--- src/sonar_pkg.sv ---
`default_nettype none

package sonar_pkg;

    localparam int BUS_W  = 32;
    localparam int DATA_W = 16;

    typedef logic signed [DATA_W-1:0] sample_t;
    typedef logic [BUS_W-1:0]         bus_word_t;

    // Address map
    localparam logic [3:0] WIN_NIBBLE = 4'd3;  // Upper address nibble of this slave
    localparam int BLOCK_WORDS = 16;           // Words per block

    // Global block, block 0
    localparam int REG_STATUS    = 0;
    localparam int REG_PRESCALER = 1;

    // Channel block, block k+1 for channel k
    localparam int REG_THRESHOLD = 0;
    localparam int REG_SAMPLE    = 1;  // Read only

    localparam int PRESCALER_RESET = 49;
    localparam int SAMPLE_MAX      = 32767;  // Ones count saturates here

endpackage

`default_nettype wire

--- src/mic_clock_gen.sv ---
`default_nettype none

module mic_clock_gen #(
    parameter int MIC_DIV = 5
) (
    input  logic wb_clk_i,
    input  logic wb_rst_i,
    output logic mclk_o,
    output logic ce_pdm_o
);

    localparam int CNT_W = (MIC_DIV > 1) ? $clog2(MIC_DIV) : 1;

    logic [CNT_W-1:0] half_cnt;
    logic             half_done;

    assign half_done = half_cnt == CNT_W'(MIC_DIV - 1);

    always_ff @(posedge wb_clk_i) begin
        if (wb_rst_i) begin
            half_cnt <= '0;
            mclk_o   <= 1'b0;
            ce_pdm_o <= 1'b0;
        end else begin
            ce_pdm_o <= half_done && !mclk_o;  // High in the cycle mclk goes high
            if (half_done) begin
                half_cnt <= '0;
                mclk_o   <= !mclk_o;
            end else begin
                half_cnt <= half_cnt + 1'b1;
            end
        end
    end

    // Microphones drive data for the rising edge
    a_pdm_on_high: assert property (@(posedge wb_clk_i) disable iff (wb_rst_i)
        ce_pdm_o |-> mclk_o);

endmodule

`default_nettype wire

--- src/pcm_rate_gen.sv ---
`default_nettype none

module pcm_rate_gen
    import sonar_pkg::*;
(
    input  logic    wb_clk_i,
    input  logic    wb_rst_i,
    input  logic    ce_pdm_i,
    input  sample_t prescaler_i,
    output logic    ce_pcm_o
);

    logic [DATA_W-1:0] win_cnt;
    logic [DATA_W-1:0] prescaler_q;
    logic              restart;
    logic              win_end;

    assign restart  = prescaler_i != prescaler_q;  // New prescaler starts a fresh window
    assign win_end  = win_cnt == prescaler_i;
    assign ce_pcm_o = ce_pdm_i && win_end && !restart;

    always_ff @(posedge wb_clk_i) begin
        if (wb_rst_i) begin
            win_cnt     <= '0;
            prescaler_q <= DATA_W'(PRESCALER_RESET);
        end else begin
            prescaler_q <= prescaler_i;
            if (restart)
                win_cnt <= '0;
            else if (ce_pdm_i)
                win_cnt <= win_end ? '0 : win_cnt + 1'b1;
        end
    end

endmodule

`default_nettype wire

--- src/sonar_channel.sv ---
`default_nettype none

module sonar_channel
    import sonar_pkg::*;
(
    input  logic       wb_clk_i,
    input  logic       wb_rst_i,
    input  logic       sel_i,
    input  logic       reg_wr_i,
    input  logic [3:0] reg_off_i,
    input  sample_t    wdata_i,
    input  logic       ce_pdm_i,
    input  logic       ce_pcm_i,
    input  logic       mclear_i,
    input  logic       pdm_i,
    output logic       ack_o,
    output sample_t    rdata_o,
    output logic       det_o
);

    sample_t acc;
    sample_t acc_next;
    sample_t sample;
    sample_t threshold;
    logic    access;
    logic    hit;

    // Count includes the bit sampled this cycle
    always_comb begin
        acc_next = acc;
        if (ce_pdm_i && pdm_i && acc != sample_t'(SAMPLE_MAX))
            acc_next = acc + 16'sd1;
    end

    assign hit    = acc_next > threshold;  // Signed compare
    assign access = sel_i && !ack_o;

    always_ff @(posedge wb_clk_i) begin
        if (wb_rst_i) begin
            acc    <= '0;
            sample <= '0;
        end else if (mclear_i) begin
            acc <= '0;
        end else if (ce_pcm_i) begin
            sample <= acc_next;
            acc    <= '0;  // Next window starts empty
        end else begin
            acc <= acc_next;
        end
    end

    always_ff @(posedge wb_clk_i) begin
        if (wb_rst_i)
            det_o <= 1'b0;
        else if (mclear_i)
            det_o <= 1'b0;  // Clear wins over set
        else if (ce_pcm_i && hit)
            det_o <= 1'b1;
    end

    always_ff @(posedge wb_clk_i) begin
        if (wb_rst_i) begin
            ack_o     <= 1'b0;
            threshold <= '0;
        end else begin
            ack_o <= access;
            if (access && reg_wr_i && reg_off_i == 4'(REG_THRESHOLD))
                threshold <= wdata_i;  // Sample register ignores writes
        end
    end

    always_ff @(posedge wb_clk_i) begin
        if (sel_i) begin
            case (reg_off_i)
                4'(REG_THRESHOLD): rdata_o <= threshold;
                4'(REG_SAMPLE):    rdata_o <= sample;
                default:           rdata_o <= '0;
            endcase
        end
    end

    // An ack answers the select from the decoder in the previous cycle
    a_ack_after_sel: assert property (@(posedge wb_clk_i) disable iff (wb_rst_i)
        ack_o |-> $past(sel_i));

endmodule

`default_nettype wire

--- src/sonar_ctrl_regs.sv ---
`default_nettype none

module sonar_ctrl_regs
    import sonar_pkg::*;
#(
    parameter int NUM_CHANNELS = 4
) (
    input  logic                    wb_clk_i,
    input  logic                    wb_rst_i,
    input  logic                    glob_sel_i,
    input  logic                    reg_wr_i,
    input  logic [3:0]              reg_off_i,
    input  bus_word_t               wbs_dat_i,
    input  logic [NUM_CHANNELS-1:0] det_i,
    output logic                    glob_ack_o,
    output bus_word_t               glob_rdata_o,
    output sample_t                 prescaler_o,
    output logic                    irq_o
);

    logic [NUM_CHANNELS-1:0] status;
    logic                    access;

    assign access = glob_sel_i && !glob_ack_o;  // Held request is ignored during its ack

    always_ff @(posedge wb_clk_i) begin
        if (wb_rst_i) begin
            glob_ack_o  <= 1'b0;
            prescaler_o <= sample_t'(PRESCALER_RESET);
            status      <= '0;
        end else begin
            glob_ack_o <= access;
            status     <= det_i;  // Snapshot of the sticky channel flags
            if (access && reg_wr_i && reg_off_i == 4'(REG_PRESCALER))
                prescaler_o <= wbs_dat_i[DATA_W-1:0];
        end
    end

    always_ff @(posedge wb_clk_i) begin
        if (glob_sel_i) begin
            case (reg_off_i)
                4'(REG_STATUS):    glob_rdata_o <= bus_word_t'(status);
                4'(REG_PRESCALER): glob_rdata_o <= {{(BUS_W - DATA_W){1'b0}}, prescaler_o};
                default:           glob_rdata_o <= '0;
            endcase
        end
    end

    assign irq_o = |status;

    a_num_channels: assert property (@(posedge wb_clk_i) NUM_CHANNELS inside {[1:32]});

    // Every request yields a single-cycle ack, never back to back
    a_ack_pulse: assert property (@(posedge wb_clk_i) disable iff (wb_rst_i)
        glob_ack_o |=> !glob_ack_o);

endmodule

`default_nettype wire

--- src/wb_channel_decode.sv ---
`default_nettype none

module wb_channel_decode
    import sonar_pkg::*;
#(
    parameter int NUM_CHANNELS = 4
) (
    input  logic                    wb_clk_i,
    input  logic                    wbs_cyc_i,
    input  logic                    wbs_stb_i,
    input  logic                    wbs_we_i,
    input  logic [3:0]              wbs_sel_i,
    input  bus_word_t               wbs_adr_i,
    input  bus_word_t               wbs_dat_i,
    input  logic [NUM_CHANNELS-1:0] chan_ack_i,
    input  sample_t                 chan_rdata_i [NUM_CHANNELS],
    input  logic                    glob_ack_i,
    input  bus_word_t               glob_rdata_i,
    output logic [NUM_CHANNELS-1:0] chan_sel_o,
    output logic                    glob_sel_o,
    output logic                    reg_wr_o,
    output logic [3:0]              reg_off_o,
    output sample_t                 wdata_o,
    output logic                    wbs_ack_o,
    output bus_word_t               wbs_dat_o
);

    localparam int OFF_W = $clog2(BLOCK_WORDS);
    localparam int BLK_W = 10 - OFF_W;

    logic             req;
    logic [9:0]       word_addr;
    logic [BLK_W-1:0] block;
    logic [OFF_W-1:0] offset;
    logic             unmapped;

    assign req       = wbs_cyc_i && wbs_stb_i && (wbs_adr_i[31:28] == WIN_NIBBLE);
    assign word_addr = wbs_adr_i[11:2];
    assign block     = word_addr[9:OFF_W];
    assign offset    = word_addr[OFF_W-1:0];
    assign unmapped  = block > BLK_W'(NUM_CHANNELS);

    always_comb begin
        chan_sel_o = '0;
        for (int i = 0; i < NUM_CHANNELS; i++) begin
            if (req && block == BLK_W'(i + 1))
                chan_sel_o[i] = 1'b1;
        end
    end

    assign glob_sel_o = req && !(|chan_sel_o);  // Global block and anything unmapped
    // Unmapped blocks land on an unused global word, so they read zero and write nothing
    assign reg_off_o  = unmapped ? 4'(BLOCK_WORDS - 1) : offset;
    assign reg_wr_o   = wbs_we_i && wbs_sel_i[0] && !unmapped;
    assign wdata_o    = wbs_dat_i[DATA_W-1:0];

    assign wbs_ack_o = glob_ack_i || (|chan_ack_i);

    always_comb begin
        wbs_dat_o = glob_ack_i ? glob_rdata_i : '0;
        for (int i = 0; i < NUM_CHANNELS; i++) begin
            if (chan_ack_i[i])
                wbs_dat_o = {{(BUS_W - DATA_W){chan_rdata_i[i][DATA_W-1]}}, chan_rdata_i[i]};
        end
    end

    // Responders are selected one at a time, so their acks never overlap
    a_ack_onehot: assert property (@(posedge wb_clk_i) $onehot0({glob_ack_i, chan_ack_i}));

endmodule

`default_nettype wire

--- src/sonar_array_top.sv ---
`default_nettype none

module sonar_array_top
    import sonar_pkg::*;
#(
    parameter int NUM_CHANNELS = 4,
    parameter int MIC_DIV      = 5
) (
    input  logic                    wb_clk_i,
    input  logic                    wb_rst_i,
    input  logic                    wbs_cyc_i,
    input  logic                    wbs_stb_i,
    input  logic                    wbs_we_i,
    input  logic [3:0]              wbs_sel_i,
    input  bus_word_t               wbs_adr_i,
    input  bus_word_t               wbs_dat_i,
    input  logic                    mclear_i,
    input  logic [NUM_CHANNELS-1:0] pdm_i,
    output logic                    wbs_ack_o,
    output bus_word_t               wbs_dat_o,
    output logic                    mclk_o,
    output logic                    irq_o
);

    logic [NUM_CHANNELS-1:0] chan_sel;
    logic                    glob_sel;
    logic                    reg_wr;
    logic [3:0]              reg_off;
    sample_t                 wdata;

    logic [NUM_CHANNELS-1:0] chan_ack;
    sample_t                 chan_rdata [NUM_CHANNELS];
    logic                    glob_ack;
    bus_word_t               glob_rdata;

    logic                    ce_pdm;
    logic                    ce_pcm;
    sample_t                 prescaler;
    logic [NUM_CHANNELS-1:0] det;

    wb_channel_decode #(
        .NUM_CHANNELS(NUM_CHANNELS)
    ) decode0 (
        .wb_clk_i    (wb_clk_i),
        .wbs_cyc_i   (wbs_cyc_i),
        .wbs_stb_i   (wbs_stb_i),
        .wbs_we_i    (wbs_we_i),
        .wbs_sel_i   (wbs_sel_i),
        .wbs_adr_i   (wbs_adr_i),
        .wbs_dat_i   (wbs_dat_i),
        .chan_ack_i  (chan_ack),
        .chan_rdata_i(chan_rdata),
        .glob_ack_i  (glob_ack),
        .glob_rdata_i(glob_rdata),
        .chan_sel_o  (chan_sel),
        .glob_sel_o  (glob_sel),
        .reg_wr_o    (reg_wr),
        .reg_off_o   (reg_off),
        .wdata_o     (wdata),
        .wbs_ack_o   (wbs_ack_o),
        .wbs_dat_o   (wbs_dat_o)
    );

    sonar_ctrl_regs #(
        .NUM_CHANNELS(NUM_CHANNELS)
    ) ctrl0 (
        .wb_clk_i    (wb_clk_i),
        .wb_rst_i    (wb_rst_i),
        .glob_sel_i  (glob_sel),
        .reg_wr_i    (reg_wr),
        .reg_off_i   (reg_off),
        .wbs_dat_i   (wbs_dat_i),
        .det_i       (det),
        .glob_ack_o  (glob_ack),
        .glob_rdata_o(glob_rdata),
        .prescaler_o (prescaler),
        .irq_o       (irq_o)
    );

    mic_clock_gen #(
        .MIC_DIV(MIC_DIV)
    ) mic0 (
        .wb_clk_i(wb_clk_i),
        .wb_rst_i(wb_rst_i),
        .mclk_o  (mclk_o),
        .ce_pdm_o(ce_pdm)
    );

    pcm_rate_gen pcm0 (
        .wb_clk_i   (wb_clk_i),
        .wb_rst_i   (wb_rst_i),
        .ce_pdm_i   (ce_pdm),
        .prescaler_i(prescaler),
        .ce_pcm_o   (ce_pcm)
    );

    for (genvar i = 0; i < NUM_CHANNELS; i++) begin : g_chan
        sonar_channel chan (
            .wb_clk_i (wb_clk_i),
            .wb_rst_i (wb_rst_i),
            .sel_i    (chan_sel[i]),
            .reg_wr_i (reg_wr),
            .reg_off_i(reg_off),
            .wdata_i  (wdata),
            .ce_pdm_i (ce_pdm),
            .ce_pcm_i (ce_pcm),
            .mclear_i (mclear_i),
            .pdm_i    (pdm_i[i]),
            .ack_o    (chan_ack[i]),
            .rdata_o  (chan_rdata[i]),
            .det_o    (det[i])
        );
    end

endmodule

`default_nettype wire

--- config.mk ---
export PLATFORM = sky130hd
export DESIGN_NAME = sonar_array_top
export DESIGN_NICKNAME = d
export VERILOG_FILES = /design/src/sonar_pkg.sv /design/src/mic_clock_gen.sv /design/src/pcm_rate_gen.sv /design/src/sonar_channel.sv /design/src/sonar_ctrl_regs.sv /design/src/wb_channel_decode.sv /design/src/sonar_array_top.sv
export SDC_FILE = /design/constraint.sdc
export NUM_CORES = 1
export LEC_CHECK = 0
export ABC_AREA = 1
export BUFFER_PORTS_ARGS = -buffer_cell sky130_fd_sc_hd__buf_4
export CAP_MARGIN = 20
export CORE_ASPECT_RATIO = 0.6
export CORE_UTILIZATION = 55
export DETAILED_ROUTE_END_ITERATION = 6
export PLACE_DENSITY = 0.74
export SLEW_MARGIN = 20
export SYNTH_ARGS = -nofsm -noshare
export SYNTH_HDL_FRONTEND = slang
export SYNTH_SLANG_ARGS = --single-unit
export TNS_END_PERCENT = 5
--- constraint.sdc ---
create_clock -name wb_clk_i -period 6.5 [get_ports wb_clk_i]
set_clock_uncertainty 0.2 [all_clocks]
set_input_delay 0.325 -clock wb_clk_i [delete_from_list [all_inputs] [get_ports wb_clk_i]]
set_output_delay 0.325 -clock wb_clk_i [all_outputs]
set_load 0.02 [all_outputs]
# Word level (Yosys, flattened, before mapping)
# Index checks and enable logic that the tools add are counted.
# op_classes
n_addsub,6
shift,0
n_mux,20
magnitude_cmp,5
bitwise_logic,1
n_eq_ne,13
n_reduce_logical,58
div,0
mul,0
# ops
cell,count
$mux 32,5
$pmux 16 s2,5
$mux 16,5
$add 16x2->16 const B,4
$gt 16x16->1,4
$ne 16x16->1 const B,4
$logic_and 1x1->1,39
$add 16x1->16 const B,1
$eq 16x16->1,1
$ne 16x16->1,1
$eq 6x2->1 const B,2
$reduce_or 4->1,3
$logic_not 1->1,9
$eq 6x1->1 const B,1
$eq 6x3->1 const B,1
$gt 6x3->1 const B,1
$reduce_or 2->1,3
$eq 4x1->1 const B,1
$eq 4x2->1 const B,1
$logic_not 4->1,1
$mux 1,4
$mux 4,1
$add 3x1->3 const B,1
$eq 3x3->1 const B,1
4 further kinds,4
# word_totals
memories,0
inputBits,78
register_bits,354
latchBits,0
rom_bits,0
wordCells,136
ram_bits,0

# Longest topological paths before layout
# Gate-level depths: netlist (run 1).
# depth
depth_word,10
depth_mapped,25
depth_no_buf,24

# Cells and area by module
# Synthesis (run 1) repeated with hierarchy kept, for this count alone.
# unflattened
hier_cells,2508
hier_area_um2,18672.9
# modules_own_cells
module,cells_each,area_each_um2,instances
sonar_channel,416,3319.4,4
pcm_rate_gen,300,1871.8,1
wb_channel_decode,319,1669.1,1
sonar_ctrl_regs,198,1650.3,1
mic_clock_gen,27,203.9,1

# Least setup slack after synthesis (run 1)
# Ideal clock, no wire load.
# synth_path
kind,register to output
from,register g_chan[0].chan.ack_o
to,output wbs_dat_o[17]
stages_incl_launch_ff,7
path_buffers,2
setup_slack_ps,3527
required_ps,5975
t_arrival_ps,2448
path_cell_list,dfxtp_1 clkbuf_1 a21oi_1 o21ai_0 o21ai_0 o21ai_0 buf_4
# synth_between
elab_chain_cells,4
# synth_lines
item,line_no,rtl
start: declaration,sonar_channel.sv:16,"output logic ack_o,"
start signal: assignment,sonar_channel.sv:66,ack_o <= access;
$mux 32 (4 in a row),wb_channel_decode.sv:62,if (chan_ack_i[i])
end: declaration,sonar_array_top.sv:20,"output bus_word_t wbs_dat_o,"
# No other way between the ends.

# Final worst setup path (run 1)
# layout_path
from,register g_chan[0].chan.acc[0]
to,register g_chan[0].chan.det_o
# layout_between
elab_chain_cells,5
elab_cells_between_ends,6
cone_classes,1 x add/sub; 1 x order compare; 1 x eq/ne; 1 x mux; 2 x reduce/logical
# layout_lines
item,line_no,rtl
start: declaration,sonar_channel.sv:21,sample_t acc;
start signal: assignment,sonar_channel.sv:48,acc <= acc_next;
branches (longest 2 deep; another with $add 16x2->16),n/a,
$mux 16 *,sonar_channel.sv:31,if (ce_pdm_i && pdm_i && acc != sample_t'(SAMPLE_MAX))
named net g_chan[0].chan.acc_next[11],sonar_channel.sv:22,sample_t acc_next;
$gt 16x16->1 *,sonar_channel.sv:35,assign hit = acc_next > threshold;
$logic_and 1x1->1 *,sonar_channel.sv:57,else if (ce_pcm_i && hit)
end signal: assignment,sonar_channel.sv:54,det_o <= 1'b0;
end signal: assignment,sonar_channel.sv:56,det_o <= 1'b0;
end signal: assignment,sonar_channel.sv:58,det_o <= 1'b1;
end: declaration,sonar_channel.sv:18,output logic det_o
# Mark *: on every way through the listed nets, which the timed path passes.
# A chain may end at the register's enable or synchronous reset.

==> results of run 1 <==
kinds of logic (layout without fill, tap and decap cells):
kind of cell	Yosys count	after routing
and+or+nand+nor	963	963
buffers and inverters	446	510
AOI/OAI and AO/OA	360	360
DFF	338	338
adders and majority gates	71	71
xor gates and xnor gates	66	66
other	0	1
final cells by class:
class,count,area (um2),share of cell area
diodes,1,2.50,0.000134
clock buffers,41,863,0.0462
clock inverters,17,213,0.0114
inverters,343,1290,0.0689
multi-input cells,1460,7390,0.395
flip-flops and latches,338,7570,0.405
well taps,408,510,0.0273
repair buffers,109,866,0.0463
worst reg2reg max path: stages (launching register included):
cell	delay (ns)
dfxtp_1	0.38
ha_1	0.26
nand3_1	0.19
nor2_1	0.20
nand2_1	0.07
nand2_1	0.29
inv_1	0.29
o21ai_0	0.36
inv_1	0.15
ha_1	0.34
nand4_1	0.11
nor3_1	0.26
nand2_1	0.13
nand3_1	0.08
nand4_1	0.16
a21oi_1	0.16
worst max path at each step:
stage                                         to  cells after the start
2_1_floorplan                      wbs_dat_o[17]                      6
3_3_place_gp   g_chan[0].chan.det_o$_SDFFE_PP0P_                     18
3_5_place_dp   g_chan[0].chan.det_o$_SDFFE_PP0P_                     15
4_1_cts                            wbs_dat_o[15]                      6
5_1_grt        g_chan[0].chan.det_o$_SDFFE_PP0P_                     18
6_report       g_chan[0].chan.det_o$_SDFFE_PP0P_                     15
state kept, by name, summed over array words and instances, names as in the netlist:
name and flops:
pcm0.win_cnt 16, mic0.ce_pdm_o 1, g_chan.chan.sample 64, ctrl0.glob_rdata_o 16, g_chan.chan.acc 64, g_chan.chan.det_o 4, ctrl0.status 4, pcm0.prescaler_q 16
mic0.half_cnt 3, g_chan.chan.threshold 64, g_chan.chan.rdata_o 64, ctrl0.prescaler_o 16, g_chan.chan.ack_o 4, mic0.mclk_o 1, ctrl0.glob_ack_o 1
repair_timing:
| action | in CTS | in global routing |
|---|---|---|
| setup endpoints to repair | 0 | 0 |
| hold buffers | 19 | 0 |
| endpoints found under the hold margin | 94 | 0 |
where the power goes:
| part | switching (mW) | internal (mW) |
|---|---|---|
| logic | 0.103 | 0.0503 |
| clock network | 0.830 | 1.13 |
| registers | 0.00432 | 2.14 |
| total | 0.937 | 3.32 |
cell usage after synthesis (4+ instances only):
cell	count
a21o_1	4
a21oi_1	133
and3_1	11
buf_2	23
buf_4	16
buf_6	5
clkbuf_1	56
dfxtp_1	258
edfxtp_1	80
ha_1	71
inv_1	330
inv_2	10
nand2_1	442
nand2_2	4
nand3_1	48
nand3b_1	4
nand4_1	30
nor2_1	357
nor2_2	6
nor3_1	50
o21a_1	4
o21ai_0	119
o21ai_1	6
o21bai_1	5
o22ai_1	67
o31ai_1	15
xnor2_1	5
xor2_1	61
cells in the final DEF, fill, tap and decap left out, types with 4 or more instances in the layout:
cell / count
nand2_1: 440
nor2_1: 355
inv_1: 330
dfxtp_1: 258
a21oi_1: 133
o21ai_0: 118
buf_4: 90
edfxtp_1: 80
ha_1: 71
o22ai_1: 67
xor2_1: 61
nor3_1: 49
nand3_1: 48
clkbuf_16: 31
nand4_1: 30
dlygate4sd3_1: 19
o31ai_1: 15
and3_1: 11
inv_2: 10
nor2_2: 8
clkinv_1: 8
o21ai_1: 6
xnor2_1: 5
nand2_2: 5
o21bai_1: 5
clkbuf_8: 5
bufinv_16: 5
clkbuf_1: 5
o21a_1: 4
a21o_1: 4
nand3b_1: 4
clkinv_2: 4
layer usage:
metal,GRT usage,up-vias,wire length (um)
li1,-,7220,-
met3,0.0792,92,5140
met5,0,-,0
met1,0.439,6707,21600
met4,0.0809,0,1320
met2,0.444,585,19300
per-stage QoR:
step	hold slack (ns)	util
5_1_grt	0.0432	0.625
4_1_cts	0.0316	0.625
3_3_place_gp	0.220	0.582
3_5_place_dp	0.223	0.582
6_report	0.0403	0.625
2_1_floorplan	0.210	-
==> impl_metrics.env, run 1 <==
export IMPL_status="finished with violations"
export IMPL_violations="design-rule violations"
export IMPL_core_area_mm2=0.0299
export IMPL_fill_cells=2665
export IMPL_synthAdderAreaFrac=0.0531
export IMPL_synth_mux_area_frac=0
export IMPL_clk_pin_slew_ns=0.07
export IMPL_post_place_ws_ns=2.97
export IMPL_max_slew_margin=0.304
export IMPL_ir_worst_vdd_uv=267
export IMPL_hold_end="g_chan[1].chan.rdata_o[0]$_DFFE_PP_"
export IMPL_cpPeakStageDelay_ns=0.38
export IMPL_grt_max_degree=83
export IMPL_vias=14600
export IMPL_syn_nets=2393
export IMPL_area_growth_syn_to_layout_pct=11.8
export IMPL_slowest_stage="dfxtp_1"
export IMPL_die_h_um=137
export IMPL_cts_max_path_buffers=3
export IMPL_rsz0062_at_grt="no"
export IMPL_synth_compound_gate_area_share=0.118
export IMPL_post_synth_cell_area_avg_um2=7.46
export IMPL_ioPinCount=113
export IMPL_finalInstanceArea_mm2=0.0187
export IMPL_max_freq_ghz=0.272
export IMPL_rr_worst_depth=15
export IMPL_ff2ff_setup_slack_ns=2.83
export IMPL_ant_nets=0
export IMPL_yosysTopAreaCell="dfxtp_1"
export IMPL_firstDrtPassIters=7
export IMPL_path_cells="ha_1 > nand3_1 > nor2_1 > nand2_1 > nand2_1 > inv_1 > o21ai_0 > inv_1 > ha_1 > nand4_1 > nor3_1 > nand2_1 > nand3_1 > nand4_1 > a21oi_1"
export IMPL_ys_ff_latch=338
export IMPL_wirelength_um=47300
export IMPL_drt_iter0_drc=1743
export IMPL_start_util=0.559
export IMPL_maxSlewViolCount=0
export IMPL_synth_async_sr_flop_share=0
export IMPL_leakage_nw=8.60
export IMPL_hpwlAfterDp_um=34100
export IMPL_layout_min_cycle_time_ns=3.67
export IMPL_cp_buffers_inverters=2
export IMPL_die_area_mm2=0.0312
export IMPL_r2r_end="g_chan[0].chan.det_o$_SDFFE_PP0P_"
export IMPL_hold_class="in -> reg"
export IMPL_max_cap_viol_count=0
export IMPL_post_cts_setup_buffer_count=0
export IMPL_layoutNonFillerInstCount=2717
export IMPL_yosysWarnings=0
export IMPL_insertion_delay_ns=0.60
export IMPL_hp_start="wbs_adr_i[3]"
export IMPL_crit_top_cell="nand2_1"
export IMPL_clock_sinks=338
export IMPL_synth_simple_gate_area_share=0.234
export IMPL_yosysUniqueCellTypes=41
export IMPL_finalNetCount=2432
export IMPL_synth_top_area_share=0.309
export IMPL_root_buffer="clkbuf_16"
export IMPL_hold_viol=0
export IMPL_synthFlopType="dfxtp_1"
export IMPL_grt_first_pass_wirelength_um=71300
export IMPL_synth_edf_count=80
export IMPL_syn_instance_count=2244
export IMPL_end_kind="register"
export IMPL_cts_tree="yes"
export IMPL_antenna_found_initial=3
export IMPL_remaining_drc_errors=3
export IMPL_drive_gt1_frac=0.0741
export IMPL_yosysSeqAreaShare=0.452
export IMPL_synth_area_leaders="dfxtp_1, edfxtp_1, nand2_1"
export IMPL_cts_buffers_inserted=31
export IMPL_place_congestion=0.995
export IMPL_power_mw=4.26
export IMPL_io_buffers=75
export IMPL_grt_usage=0.303
export IMPL_synth_top_family_by_area="simple AND/OR/NAND/NOR gates"
export IMPL_die_x_um=227
export IMPL_wire_per_inst_um=17.4
export IMPL_fin_tns_setup_ns=0
export IMPL_min_delay_path_depth=4
export IMPL_setup_slack_ns=2.83
export IMPL_cts_htree_levels=1
export IMPL_drt_vias_per_instance=5.38
export IMPL_fp_row_count=49
export IMPL_critPathLaunch="g_chan[0].chan.acc[0]$_SDFF_PP0_"
export IMPL_required_ns=6.83
export IMPL_path_class="reg -> reg"
export IMPL_crit_path_start_kind="register"
export IMPL_grt_ovfl_total=0
export IMPL_crit_fanout=15
export IMPL_r2r_start="g_chan[0].chan.acc[0]$_SDFF_PP0_"
export IMPL_finalCritPeriodShare=0.565
export IMPL_dp_cells=2639
export IMPL_worst_pin_slew_ns=1.04
export IMPL_grt_pass1_vias=13000
export IMPL_arrival_ns=4.00
export IMPL_path_delay_family="simple AND/OR/NAND/NOR gates"
export IMPL_power_density_mw_per_mm2=228
export IMPL_syn_area_mm2=0.0167
export IMPL_synth_xor_area_frac=0.0345
export IMPL_cts_resized=0
export IMPL_placed_area_mm2=0.0174
export IMPL_setup_violations=0
(Power assumes the default switching activity.)
==> run 2, diff against run 1 <==
- PLACE_DENSITY: 0.74 -> 0.76
- clock period: 6.5 -> 3.2 ns (I/O delays scaled with it)
==> run 2 against run 1 <==
Compared with the run above:
- the run now ends clean
- clock-buffer cell count up 1
- combinational power up 110%
- core utilization up 1.6 points
- critical endpoint is now g_chan[1].chan.det_o$_SDFFE_PP0P_
- largest cell class unchanged
- largest power group unchanged
==> impl_metrics.env, run 2 (synthesized netlist as in run 1, its figures left out) <==
export IMPL_place_congestion=0.991
export IMPL_swShare=0.226
export IMPL_area_growth_syn_to_layout_pct=14.6
export IMPL_final_cell_mix="nand2_1, nor2_1, inv_1, dfxtp_1, a21oi_1"
export IMPL_grt_pass1_vias=13400
export IMPL_crit_path_start_kind="register"
export IMPL_vias=15100
export IMPL_ioPinCount=113
export IMPL_maxSlewViolCount=0
export IMPL_wirelength_um=49000
export IMPL_core_area_mm2=0.0299
export IMPL_end_kind="register"
export IMPL_ant_nets=0
export IMPL_die_x_um=227
export IMPL_start_util=0.559
export IMPL_hpwlAfterDp_um=35600
export IMPL_required_ns=3.47
export IMPL_antenna_cells=0
export IMPL_crit_fanout=8
export IMPL_clkPwrFrac=0.445
export IMPL_path_class="reg -> reg"
export IMPL_ir_worst_vdd_uv=437
export IMPL_drive_gt1_frac=0.0980
export IMPL_root_buffer="clkbuf_16"
export IMPL_cts_tree="yes"
export IMPL_max_freq_ghz=0.320
export IMPL_max_slew_margin=0.524
export IMPL_seqPwrFrac=0.516
export IMPL_drt_iter0_drc=1657
export IMPL_setup_violations=0
export IMPL_worst_pin_slew_ns=0.714
export IMPL_firstDrtPassIters=5
export IMPL_clk_pin_slew_ns=0.07
export IMPL_cts_max_path_buffers=3
export IMPL_remaining_drc_errors=0
export IMPL_die_h_um=137
export IMPL_die_area_mm2=0.0312
export IMPL_hold_class="in -> reg"
export IMPL_antenna_found_initial=0
export IMPL_rsz0062_at_grt="yes"
export IMPL_wire_per_inst_um=17.7
export IMPL_power_density_mw_per_mm2=441
export IMPL_insertion_delay_ns=0.59
export IMPL_power_frac_comb=0.039
export IMPL_cts_buffers_inserted=31
export IMPL_io_buffers=75
export IMPL_grt_usage=0.313
export IMPL_finalNetCount=2483
export IMPL_max_cap_viol_count=0
export IMPL_layout_min_cycle_time_ns=3.12
export IMPL_p_int_mw=6.54
export IMPL_utilization=0.641
export IMPL_grt_max_degree=69
export IMPL_finalCritPeriodShare=0.975
export IMPL_leakage_nw=8.82
export IMPL_grt_first_pass_wirelength_um=74000
export IMPL_fin_tns_setup_ns=0
export IMPL_status="complete, no violations"
export IMPL_post_cts_setup_buffer_count=0
export IMPL_clock_sinks=338
export IMPL_fp_row_count=49
export IMPL_p_sw_mw=1.91
export IMPL_grt_ovfl_total=0
export IMPL_cts_htree_levels=1
export IMPL_arrival_ns=3.39
export IMPL_power_mw=8.45
export IMPL_layout_commonest_cell="nand2_1"
export IMPL_hold_viol=0
export IMPL_drt_vias_per_instance=5.46
-- run 2: cell types whose count changed in the layout (fill, tap and decap cells not counted), sizes merged --
cell / before / now
bufinv: 5 / 2
clkinvlp: 1 / 6
dlygate4sd3: 19 / 32
clkinv: 12 / 8
diode: 1 / 0
buf: 90 / 128
clkbuf: 41 / 42
-- run 2: power groups by stage --
stage	combinational [mW]	sequential [mW]	clock, mW
global placement	0.286	4.46	0
global route	0.352	4.36	3.97
floorplan	0.150	4.46	0
detailed placement	0.292	4.46	0
finish	0.327	4.36	3.76
CTS	0.317	4.36	3.79
-- run 2: final timing paths --
kind	slack [ns]	start	depth (start not counted)	to
worst min register to register	0.24	g_chan[2].chan.det_o$_SDFFE_PP0P_	2	ctrl0.status[2]$_SDFF_PP0_
worst max register to register	0.08	g_chan[1].chan.acc[1]$_SDFF_PP0_	20	g_chan[1].chan.det_o$_SDFFE_PP0P_
worst min-delay path	0.007	pdm_i[2]	7	g_chan[2].chan.acc[11]$_SDFF_PP0_
worst max-delay path	0.08	g_chan[1].chan.acc[1]$_SDFF_PP0_	20	g_chan[1].chan.det_o$_SDFFE_PP0P_
-- run 2: layer usage --
metal | track usage | wire length [um] | vias to the layer above
li1 | - | - | 7320
met1 | 0.470 | 22200 | 7051
met2 | 0.465 | 20700 | 666
met3 | 0.0571 | 5190 | 63
met4 | 0.0630 | 913 | 0
met5 | 0 | 0 | -
-- run 2: what timing repair did --
item                                    in CTS  in global routing
hold endpoints to repair                   134                  0
resized for setup                            0                 43
hold buffers                                32                  0
endpoints found under the setup margin       0                 15
-- run 2: stage by stage --
step | hold WS (ns) | setup slack [ns] | instances | instance area [um2]
finish | 0.00692 | 0.0796 | 2766 | 19200
global route | 0.0651 | -0.0961 | 2766 | 19200
floorplan | 0.108 | 0.392 | 2244 | 16700
detailed placement | 0.229 | 0.0853 | 2677 | 17700
CTS | 0.00507 | 0.0367 | 2766 | 19100
global placement | 0.227 | 0.162 | 2677 | 17700
-- run 2: cell type report --
| type | instances | area [um2] |
|---|---|---|
| flip-flops and latches | 338 | 7570 |
| clock inverters | 15 | 148 |
| well taps | 408 | 510 |
| multi-input cells | 1460 | 7480 |
| inverters | 343 | 1300 |
| repair buffers | 160 | 1310 |
| fillers | 2556 | 10700 |
| clock buffers | 42 | 868 |
-- run 2: critical path, stage by stage (launching register included) --
cell and delay [ns]:
dfxtp_1 0.36, ha_2 0.21, nand2_1 0.07, nor2_2 0.10, nand4_1 0.10, nor2_1 0.13, nor2_2 0.08, buf_4 0.17
nand2_1 0.07, xor2_1 0.23, inv_1 0.09, ha_1 0.29, a21oi_1 0.18, o21a_1 0.13, nand2_1 0.07, nand2_1 0.08
nand2_1 0.06, nand2_1 0.06, nand2_1 0.07, nand2_1 0.15, a21oi_1 0.08
